===== src/ov5640_cfg_pkg.sv =====
`default_nettype none

package ov5640_cfg_pkg;

    // One serial-bus write, address in the upper 16 bits
    typedef struct packed {
        logic [15:0] reg_addr;               // Sensor register address
        logic [7:0]  reg_val;                // Value written to that register
    } cfg_cmd_t;

    // Index into the register table, wide enough to rest one past the last entry
    typedef logic [6:0] cfg_index_t;

    localparam int CFG_REG_NUM     = 96;     // Writes in the power-up sequence
    localparam int CFG_WAIT_CYCLES = 30000;  // Settling cycles before first write
    localparam int CFG_WAIT_W      = 15;     // Settling counter width

endpackage

`default_nettype wire


===== src/ov5640_power_up_timer.sv =====
`timescale 1ns/10ps
`default_nettype none

module ov5640_power_up_timer (
    input  logic sys_clk,
    input  logic sys_rst_n,
    output logic wait_done
);
    import ov5640_cfg_pkg::*;

    localparam logic [CFG_WAIT_W-1:0] WAIT_LAST = CFG_WAIT_W'(CFG_WAIT_CYCLES - 1);
    localparam logic [CFG_WAIT_W-1:0] WAIT_MAX  = CFG_WAIT_W'(CFG_WAIT_CYCLES);

    logic [CFG_WAIT_W-1:0] wait_cnt;          // Cycles since reset release

    // Counter stops at the limit, so the pulse below cannot repeat
    always_ff @(posedge sys_clk or negedge sys_rst_n) begin
        if (!sys_rst_n) begin
            wait_cnt <= '0;
        end else if (wait_cnt < WAIT_MAX) begin
            wait_cnt <= wait_cnt + 1'b1;      // Still settling
        end
    end

    // Registered pulse lands on the same edge the counter hits the limit
    always_ff @(posedge sys_clk or negedge sys_rst_n) begin
        if (!sys_rst_n) begin
            wait_done <= 1'b0;
        end else begin
            wait_done <= (wait_cnt == WAIT_LAST); // High for one cycle only
        end
    end

endmodule

`default_nettype wire


===== src/ov5640_reg_table.sv =====
`timescale 1ns/10ps
`default_nettype none

module ov5640_reg_table (
    input  ov5640_cfg_pkg::cfg_index_t reg_index,
    output ov5640_cfg_pkg::cfg_cmd_t   cfg_data
);
    import ov5640_cfg_pkg::*;

    // Fixed write list; anything past the end reads back as a null command
    always_comb begin
        cfg_data = '0;                                         // Quiet after last write
        if (reg_index < cfg_index_t'(CFG_REG_NUM)) begin
            case (reg_index)
                7'd0:  cfg_data = {16'h3103, 8'h11};           // Clock source select
                7'd1:  cfg_data = {16'h3008, 8'h82};           // Software reset
                7'd2:  cfg_data = {16'h3008, 8'h02};           // Leave software reset
                7'd3:  cfg_data = {16'h3103, 8'h03};           // System clock from PLL
                7'd4:  cfg_data = {16'h3017, 8'hff};           // DVP pins as outputs
                7'd5:  cfg_data = {16'h3018, 8'hff};           // DVP pins as outputs
                7'd6:  cfg_data = {16'h3034, 8'h1a};           // PLL charge pump, bit div
                7'd7:  cfg_data = {16'h3035, 8'h21};           // System and MIPI dividers
                7'd8:  cfg_data = {16'h3036, 8'hb8};           // PLL multiplier
                7'd9:  cfg_data = {16'h3037, 8'h12};           // PLL root and pre-divider
                7'd10: cfg_data = {16'h3108, 8'h01};           // PCLK and SCLK dividers
                7'd11: cfg_data = {16'h3630, 8'h36};           // Analog setup
                7'd12: cfg_data = {16'h3631, 8'h0e};           // Analog setup
                7'd13: cfg_data = {16'h3632, 8'he2};           // Analog setup
                7'd14: cfg_data = {16'h3633, 8'h12};           // Analog setup
                7'd15: cfg_data = {16'h3621, 8'he0};           // Analog setup
                7'd16: cfg_data = {16'h3704, 8'ha0};           // Analog setup
                7'd17: cfg_data = {16'h3703, 8'h5a};           // Analog setup
                7'd18: cfg_data = {16'h3715, 8'h78};           // Analog setup
                7'd19: cfg_data = {16'h3717, 8'h01};           // Analog setup
                7'd20: cfg_data = {16'h370b, 8'h60};           // Analog setup
                7'd21: cfg_data = {16'h3705, 8'h1a};           // Analog setup
                7'd22: cfg_data = {16'h3905, 8'h02};           // Analog setup
                7'd23: cfg_data = {16'h3906, 8'h10};           // Analog setup
                7'd24: cfg_data = {16'h3901, 8'h0a};           // Analog setup
                7'd25: cfg_data = {16'h3731, 8'h12};           // Analog setup
                7'd26: cfg_data = {16'h3600, 8'h08};           // VCM control
                7'd27: cfg_data = {16'h3601, 8'h33};           // VCM control
                7'd28: cfg_data = {16'h302d, 8'h60};           // System control
                7'd29: cfg_data = {16'h3620, 8'h52};           // Analog setup
                7'd30: cfg_data = {16'h371b, 8'h20};           // Analog setup
                7'd31: cfg_data = {16'h471c, 8'h50};           // DVP control
                7'd32: cfg_data = {16'h3a13, 8'h60};           // AEC pre-gain
                7'd33: cfg_data = {16'h3a18, 8'h02};           // AEC gain ceiling high
                7'd34: cfg_data = {16'h3a19, 8'hff};           // AEC gain ceiling low
                7'd35: cfg_data = {16'h3635, 8'h13};           // Analog setup
                7'd36: cfg_data = {16'h3636, 8'h03};           // Analog setup
                7'd37: cfg_data = {16'h3634, 8'h40};           // Analog setup
                7'd38: cfg_data = {16'h3622, 8'h01};           // Analog setup
                7'd39: cfg_data = {16'h3c01, 8'h34};           // Light detect band ctrl
                7'd40: cfg_data = {16'h3c04, 8'h28};           // Light detect low sum
                7'd41: cfg_data = {16'h3c05, 8'h98};           // Light detect high sum
                7'd42: cfg_data = {16'h3c06, 8'h00};           // Lightmeter 1 thresh hi
                7'd43: cfg_data = {16'h3c07, 8'h08};           // Lightmeter 1 thresh lo
                7'd44: cfg_data = {16'h3c08, 8'h00};           // Lightmeter 2 thresh hi
                7'd45: cfg_data = {16'h3c09, 8'h1c};           // Lightmeter 2 thresh lo
                7'd46: cfg_data = {16'h3c0a, 8'h9c};           // Sample number hi
                7'd47: cfg_data = {16'h3c0b, 8'h40};           // Sample number lo
                7'd48: cfg_data = {16'h3820, 8'h41};           // Timing, vertical flip
                7'd49: cfg_data = {16'h3821, 8'h07};           // Timing, mirror, binning
                7'd50: cfg_data = {16'h3814, 8'h31};           // X subsample increment
                7'd51: cfg_data = {16'h3815, 8'h31};           // Y subsample increment
                7'd52: cfg_data = {16'h3800, 8'h00};           // Window X start hi
                7'd53: cfg_data = {16'h3801, 8'h00};           // Window X start lo
                7'd54: cfg_data = {16'h3802, 8'h00};           // Window Y start hi
                7'd55: cfg_data = {16'h3803, 8'h00};           // Window Y start lo
                7'd56: cfg_data = {16'h3804, 8'h0a};           // Window X end hi
                7'd57: cfg_data = {16'h3805, 8'h3f};           // Window X end lo
                7'd58: cfg_data = {16'h3806, 8'h07};           // Window Y end hi
                7'd59: cfg_data = {16'h3807, 8'h9b};           // Window Y end lo
                7'd60: cfg_data = {16'h3808, 8'h02};           // Output width hi
                7'd61: cfg_data = {16'h3809, 8'h80};           // Output width lo, 640
                7'd62: cfg_data = {16'h380a, 8'h01};           // Output height hi
                7'd63: cfg_data = {16'h380b, 8'he0};           // Output height lo, 480
                7'd64: cfg_data = {16'h380c, 8'h07};           // HTS hi
                7'd65: cfg_data = {16'h380d, 8'h68};           // HTS lo
                7'd66: cfg_data = {16'h380e, 8'h03};           // VTS hi
                7'd67: cfg_data = {16'h380f, 8'hd8};           // VTS lo
                7'd68: cfg_data = {16'h3810, 8'h00};           // ISP X offset hi
                7'd69: cfg_data = {16'h3811, 8'h10};           // ISP X offset lo
                7'd70: cfg_data = {16'h3812, 8'h00};           // ISP Y offset hi
                7'd71: cfg_data = {16'h3813, 8'h06};           // ISP Y offset lo
                7'd72: cfg_data = {16'h3618, 8'h00};           // Analog setup
                7'd73: cfg_data = {16'h3612, 8'h29};           // Analog setup
                7'd74: cfg_data = {16'h3708, 8'h64};           // Analog setup
                7'd75: cfg_data = {16'h3709, 8'h52};           // Analog setup
                7'd76: cfg_data = {16'h370c, 8'h03};           // Analog setup
                7'd77: cfg_data = {16'h3a02, 8'h03};           // AEC 60 Hz max expo hi
                7'd78: cfg_data = {16'h3a03, 8'hd8};           // AEC 60 Hz max expo lo
                7'd79: cfg_data = {16'h3a08, 8'h02};           // AEC 50 Hz band step hi
                7'd80: cfg_data = {16'h3a09, 8'h40};           // AEC 50 Hz band step lo
                7'd81: cfg_data = {16'h3a0a, 8'h01};           // AEC 60 Hz band step hi
                7'd82: cfg_data = {16'h3a0b, 8'hf6};           // AEC 60 Hz band step lo
                7'd83: cfg_data = {16'h3a0e, 8'h03};           // AEC 50 Hz max bands
                7'd84: cfg_data = {16'h3a0d, 8'h04};           // AEC 60 Hz max bands
                7'd85: cfg_data = {16'h3a14, 8'h03};           // AEC 50 Hz max expo hi
                7'd86: cfg_data = {16'h3a15, 8'hd8};           // AEC 50 Hz max expo lo
                7'd87: cfg_data = {16'h3000, 8'h00};           // Block resets released
                7'd88: cfg_data = {16'h3002, 8'h1c};           // Block resets, FIFO side
                7'd89: cfg_data = {16'h3004, 8'hff};           // Block clock enables
                7'd90: cfg_data = {16'h3006, 8'hc3};           // Block clock enables
                7'd91: cfg_data = {16'h300e, 8'h58};           // DVP on, MIPI powered down
                7'd92: cfg_data = {16'h302e, 8'h00};           // System control
                7'd93: cfg_data = {16'h3c01, 8'hb4};           // Band detect manual mode
                7'd94: cfg_data = {16'h3c00, 8'h04};           // Band select, 50 Hz
                7'd95: cfg_data = {16'h3022, 8'h01};           // MCU command, last write
                default: cfg_data = '0;
            endcase
        end
    end

endmodule

`default_nettype wire


===== src/ov5640_cfg_sequencer.sv =====
`timescale 1ns/10ps
`default_nettype none

module ov5640_cfg_sequencer (
    input  logic                       sys_clk,
    input  logic                       sys_rst_n,
    input  logic                       wait_done,   // One pulse once the sensor has settled
    input  logic                       cfg_end,     // Current write finished on the bus
    output ov5640_cfg_pkg::cfg_index_t reg_index,
    output logic                       cfg_start,
    output logic                       cfg_done
);
    import ov5640_cfg_pkg::*;

    localparam cfg_index_t LAST_INDEX = cfg_index_t'(CFG_REG_NUM);

    cfg_index_t next_index;                           // Index after the current write
    logic       end_accept;                           // cfg_end that belongs to the sequence
    logic       last_write;                           // Current write is the final one

    // After completion the bus may still toggle cfg_end, those pulses are dropped
    assign end_accept = cfg_end && !cfg_done;
    assign next_index = reg_index + 1'b1;
    assign last_write = (next_index >= LAST_INDEX);

    // Write index, rests at CFG_REG_NUM so the table returns zero
    always_ff @(posedge sys_clk or negedge sys_rst_n) begin
        if (!sys_rst_n) begin
            reg_index <= '0;
        end else if (end_accept) begin
            reg_index <= next_index;                  // Move to the next table entry
        end
    end

    // Start pulse, first from the settling timer, then one cycle after each cfg_end
    always_ff @(posedge sys_clk or negedge sys_rst_n) begin
        if (!sys_rst_n) begin
            cfg_start <= 1'b0;
        end else if (wait_done) begin
            cfg_start <= 1'b1;                        // Kick off entry 0
        end else if (end_accept && !last_write) begin
            cfg_start <= 1'b1;                        // More writes left
        end else begin
            cfg_start <= 1'b0;                        // Pulse is one cycle wide
        end
    end

    // Completion flag, sticky until reset
    always_ff @(posedge sys_clk or negedge sys_rst_n) begin
        if (!sys_rst_n) begin
            cfg_done <= 1'b0;
        end else if (end_accept && last_write) begin
            cfg_done <= 1'b1;                         // Same edge as the final index step
        end
    end

endmodule

`default_nettype wire


===== src/ov5640_cfg_top.sv =====
`timescale 1ns/10ps
`default_nettype none

module ov5640_cfg_top (
    input  logic                     sys_clk,
    input  logic                     sys_rst_n,
    input  logic                     cfg_end,     // From the serial-bus master
    output logic                     cfg_start,   // Write request to the master
    output ov5640_cfg_pkg::cfg_cmd_t cfg_data,    // Address and value of the write
    output logic                     cfg_done     // Whole sequence written
);
    import ov5640_cfg_pkg::*;

    logic       wait_done;                        // Settling time elapsed
    cfg_index_t reg_index;                        // Table entry being written

    // Power-up settling delay
    ov5640_power_up_timer i_timer (
        .sys_clk   (sys_clk),
        .sys_rst_n (sys_rst_n),
        .wait_done (wait_done)
    );

    // Steps through the table, one bus write at a time
    ov5640_cfg_sequencer i_sequencer (
        .sys_clk   (sys_clk),
        .sys_rst_n (sys_rst_n),
        .wait_done (wait_done),
        .cfg_end   (cfg_end),
        .reg_index (reg_index),
        .cfg_start (cfg_start),
        .cfg_done  (cfg_done)
    );

    // Register list, combinational
    ov5640_reg_table i_reg_table (
        .reg_index (reg_index),
        .cfg_data  (cfg_data)
    );

endmodule

`default_nettype wire


===== config.mk =====
export PLATFORM = sky130hd
export DESIGN_NAME = ov5640_cfg_top
export DESIGN_NICKNAME = d
export VERILOG_FILES = /design/src/ov5640_cfg_pkg.sv /design/src/ov5640_power_up_timer.sv /design/src/ov5640_reg_table.sv /design/src/ov5640_cfg_sequencer.sv /design/src/ov5640_cfg_top.sv
export SDC_FILE = /design/constraint.sdc
export NUM_CORES = 1
export LEC_CHECK = 0
export BUFFER_PORTS_ARGS = -buffer_cell sky130_fd_sc_hd__buf_2
export CORE_MARGIN = 2
export CORE_UTILIZATION = 45
export CTS_BUF_LIST = sky130_fd_sc_hd__clkbuf_8
export DETAILED_ROUTE_END_ITERATION = 8
export HOLD_SLACK_MARGIN = 0.12
export MAX_ROUTING_LAYER = met4
export SLEW_MARGIN = 30
export SYNTH_ARGS = -nofsm -noshare
export SYNTH_HDL_FRONTEND = slang
export SYNTH_SLANG_ARGS = --single-unit

===== constraint.sdc =====
create_clock -name sys_clk -period 3.8 [get_ports sys_clk]
set_clock_uncertainty 0.2 [all_clocks]
set_input_delay 0.57 -clock sys_clk [delete_from_list [all_inputs] [get_ports sys_clk]]
set_output_delay 0.57 -clock sys_clk [all_outputs]
set_load 0.02 [all_outputs]

==> impl_metrics.tcl <==
set metrics [dict create \
    outcome "finished clean" \
    finalCritPeriodShare 0.939 \
    antenna_found_initial 0 \
    critPathSlowestCell "dfrtp_1" \
    ctsResizeCount 0 \
    fp.dieArea_um2 7860 \
    synth_commonest_cells "nand2_1 (44), a21oi_1 (43), nor2_1 (39), o21ai_0 (35), dfrtp_1 (25)" \
    path_max_fanout 18 \
    synth-async-reset-ratio 1.00 \
    core_um2 6870 \
    fin_util 0.503 \
    max_stage_delay_ns 0.77 \
    placed_cells 538 \
    grt_max_degree 72 \
    die_h_um 88.6 \
    final_antenna_net_count 0 \
    firstDrtPassIters 6 \
    cts_buffers 3 \
    yosysUniqueCellTypes 68 \
    seqCellArea_um2 628 \
    num_vias 3601 \
    critPathLaunch "i_sequencer.reg_index[4]" \
    cts_sinks 25 \
    diodes 0 \
    whs_ns 0.257 \
    r2r_cells 7 \
    final_layout_size_suffix_gt1_frac 0.134 \
    start_kind "register" \
    ys.warnings.count 0 \
    num_rows 30 \
    timing.rr.end "i_sequencer.cfg_done" \
    hpwl_um 8240 \
    place_congestion 1.01 \
    setup_viol 0 \
    cts-root-buf "clkbuf_8" \
    syn_area_um2 3220 \
    synth-seq-cells 25 \
    syn_inst 444 \
    final_cells 543 \
    worstSetupEndpointType "output pin" \
    tightest_slew_ns 0.622 \
    grt_pass1_wl_um 18300 \
    r2r_start "i_sequencer.reg_index[0]" \
    clk_latency_ns 0.27 \
    tns_ns 0 \
    area_growth_pct 7.30 \
    grt_usage 0.311 \
    grt_overflow 0 \
    netlist.area_leader.share 0.194 \
    viasPerCell 6.63 \
    arrival_ns 2.80 \
    drc_errors 0 \
    die_w_um 88.6 \
    hold_buffers 1 \
    cts_max_level 1 \
    seq_area_frac_synth 0.194 \
    timing.slew.headroom 0.575 \
    syn_avg_cell_area_um2 7.26 \
    yosys_most_used_dff "dfrtp_1" \
    rsz0062_at_grt "false" \
    min_period_ns 3.57 \
    start_util 0.469 \
    fillerInstances 703 \
    clock.fmax_mhz 280 \
    multi_input_area_um2 2340 \
    final_max_slew_viol_count 0 \
    synth_most_common_cell "nand2_1" \
    grt_pass1_vias 3258 \
    io_pins 29 \
    synth_area_leader_cell "dfrtp_1" \
    crit_type "register to output pin" \
    netlist_top_cells_area "dfrtp_1 (19%), a21oi_1 (6.7%), ha_1 (6.6%)" \
    wl_per_cell_um 21.3 \
    hold_viol_final 0 \
    r2r_setup_slack_ns 1.34 \
    first_iter_violations 751 \
    final_nets 468 \
    maxCapViolations 0 \
    clock_path_buffers 2 \
    postCtsSetupBuffers 0 \
    path_cells "buf_4 -> or2_0 -> nor3_1 -> a2111oi_0 -> a211o_1 -> buf_2" \
    synth-edff-count 0 \
    clk_transition_reported_paths_ns 0.09 \
    worstPathRequired_ns 3.03 \
    endpoint "cfg_data[4]" \
    holdCritPathClass "register to register" \
    portBuffers 25 \
    wirelength_um 11600 \
    cts_tree "done" \
]
==> final cells by class <==
cell class	instances	area share
multi-input combinational	362	0.675
sequential	25	0.182
timing repair buffer	41	0.0789
tap	96	0.0347
inverter	15	0.0163
clock buffer	3	0.0119
clock inverter	1	0.00109
==> cell usage in the layout, fill, tap and decap left out, types with 3 or more instances in the layout <==
master	instances
mux4_2	3
buf_2	25
inv_1	14
xnor2_1	12
o211ai_1	7
o21ai_0	35
a31oi_1	10
buf_4	13
a32oi_1	3
nand3_1	11
nor4_1	3
clkbuf_8	3
nand2b_1	17
o31ai_1	4
nor3_1	10
nor2b_1	5
mux2i_1	3
dfrtp_1	23
a31o_1	3
nand2_1	44
a22oi_1	3
xor2_1	7
a2111oi_0	3
conb_1	3
ha_1	17
nor2_1	39
o2111ai_1	3
nand4_1	3
a211oi_1	9
a21oi_1	43
a221oi_1	7
o21ai_1	5
a21o_1	5
==> how the worst min path moves through the flow <==
stage / startpoint / to / depth (start not counted)
after floorplan: sys_rst_n / i_sequencer.cfg_done / 0
after global placement: i_timer.wait_done / i_sequencer.cfg_start / 1
after detailed placement: i_timer.wait_done / i_sequencer.cfg_start / 1
after CTS: i_timer.wait_done / i_sequencer.cfg_start / 1
after global routing: i_timer.wait_done / i_sequencer.cfg_start / 1
final: i_timer.wait_done / i_sequencer.cfg_start / 1
==> metrics by stage <==
stage | cell area (µm²) | setup WS, ns
CTS | 3460 | 0.306
floorplan | 3230 | 0.651
global route | 3460 | 0.137
detailed placement | 3400 | 0.614
global placement | 3400 | 0.598
finish | 3460 | 0.232
==> routing by layer <==
layer  global-route usage  wire length, µm  part of all wire
met1                0.467             5020              0.43
met3               0.0336             1310              0.11
met5                    -                0                 0
met4               0.0964              366             0.032
met2                0.434             4880              0.42
==> logic make-up (layout without fill, tap and decap cells) <==
family / count (synthesis) / in the layout / share of synthesized area
other: 1 / 3 / 0.00116
muxes: 7 / 7 / 0.0338
AOI/OAI and AO/OA: 165 / 165 / 0.339
xor gates and xnor gates: 19 / 19 / 0.0516
and+or+nand+nor: 151 / 151 / 0.231
DFF: 25 / 25 / 0.194
adders and majority gates: 17 / 17 / 0.0660
buffers and inverters: 59 / 60 / 0.0835
==> worst max-delay path: cells and delay by family (launching register included) <==
| kind | cells | cell delay [ns] |
|---|---|---|
| flops | 1 | 0.77 |
| compound gates | 2 | 0.76 |
| simple gates | 2 | 0.52 |
| buf+inv | 2 | 0.46 |
==> sequential cells by signal (all words and copies together) (netlist names) <==
name	count
i_timer.wait_cnt	15
i_sequencer.reg_index	7
i_sequencer.cfg_done	1
i_sequencer.cfg_start	1
i_timer.wait_done	1
Power is left out: the tool's default activity adds up to more than one toggle a clock period on the data nets, which glitch-free logic cannot reach.
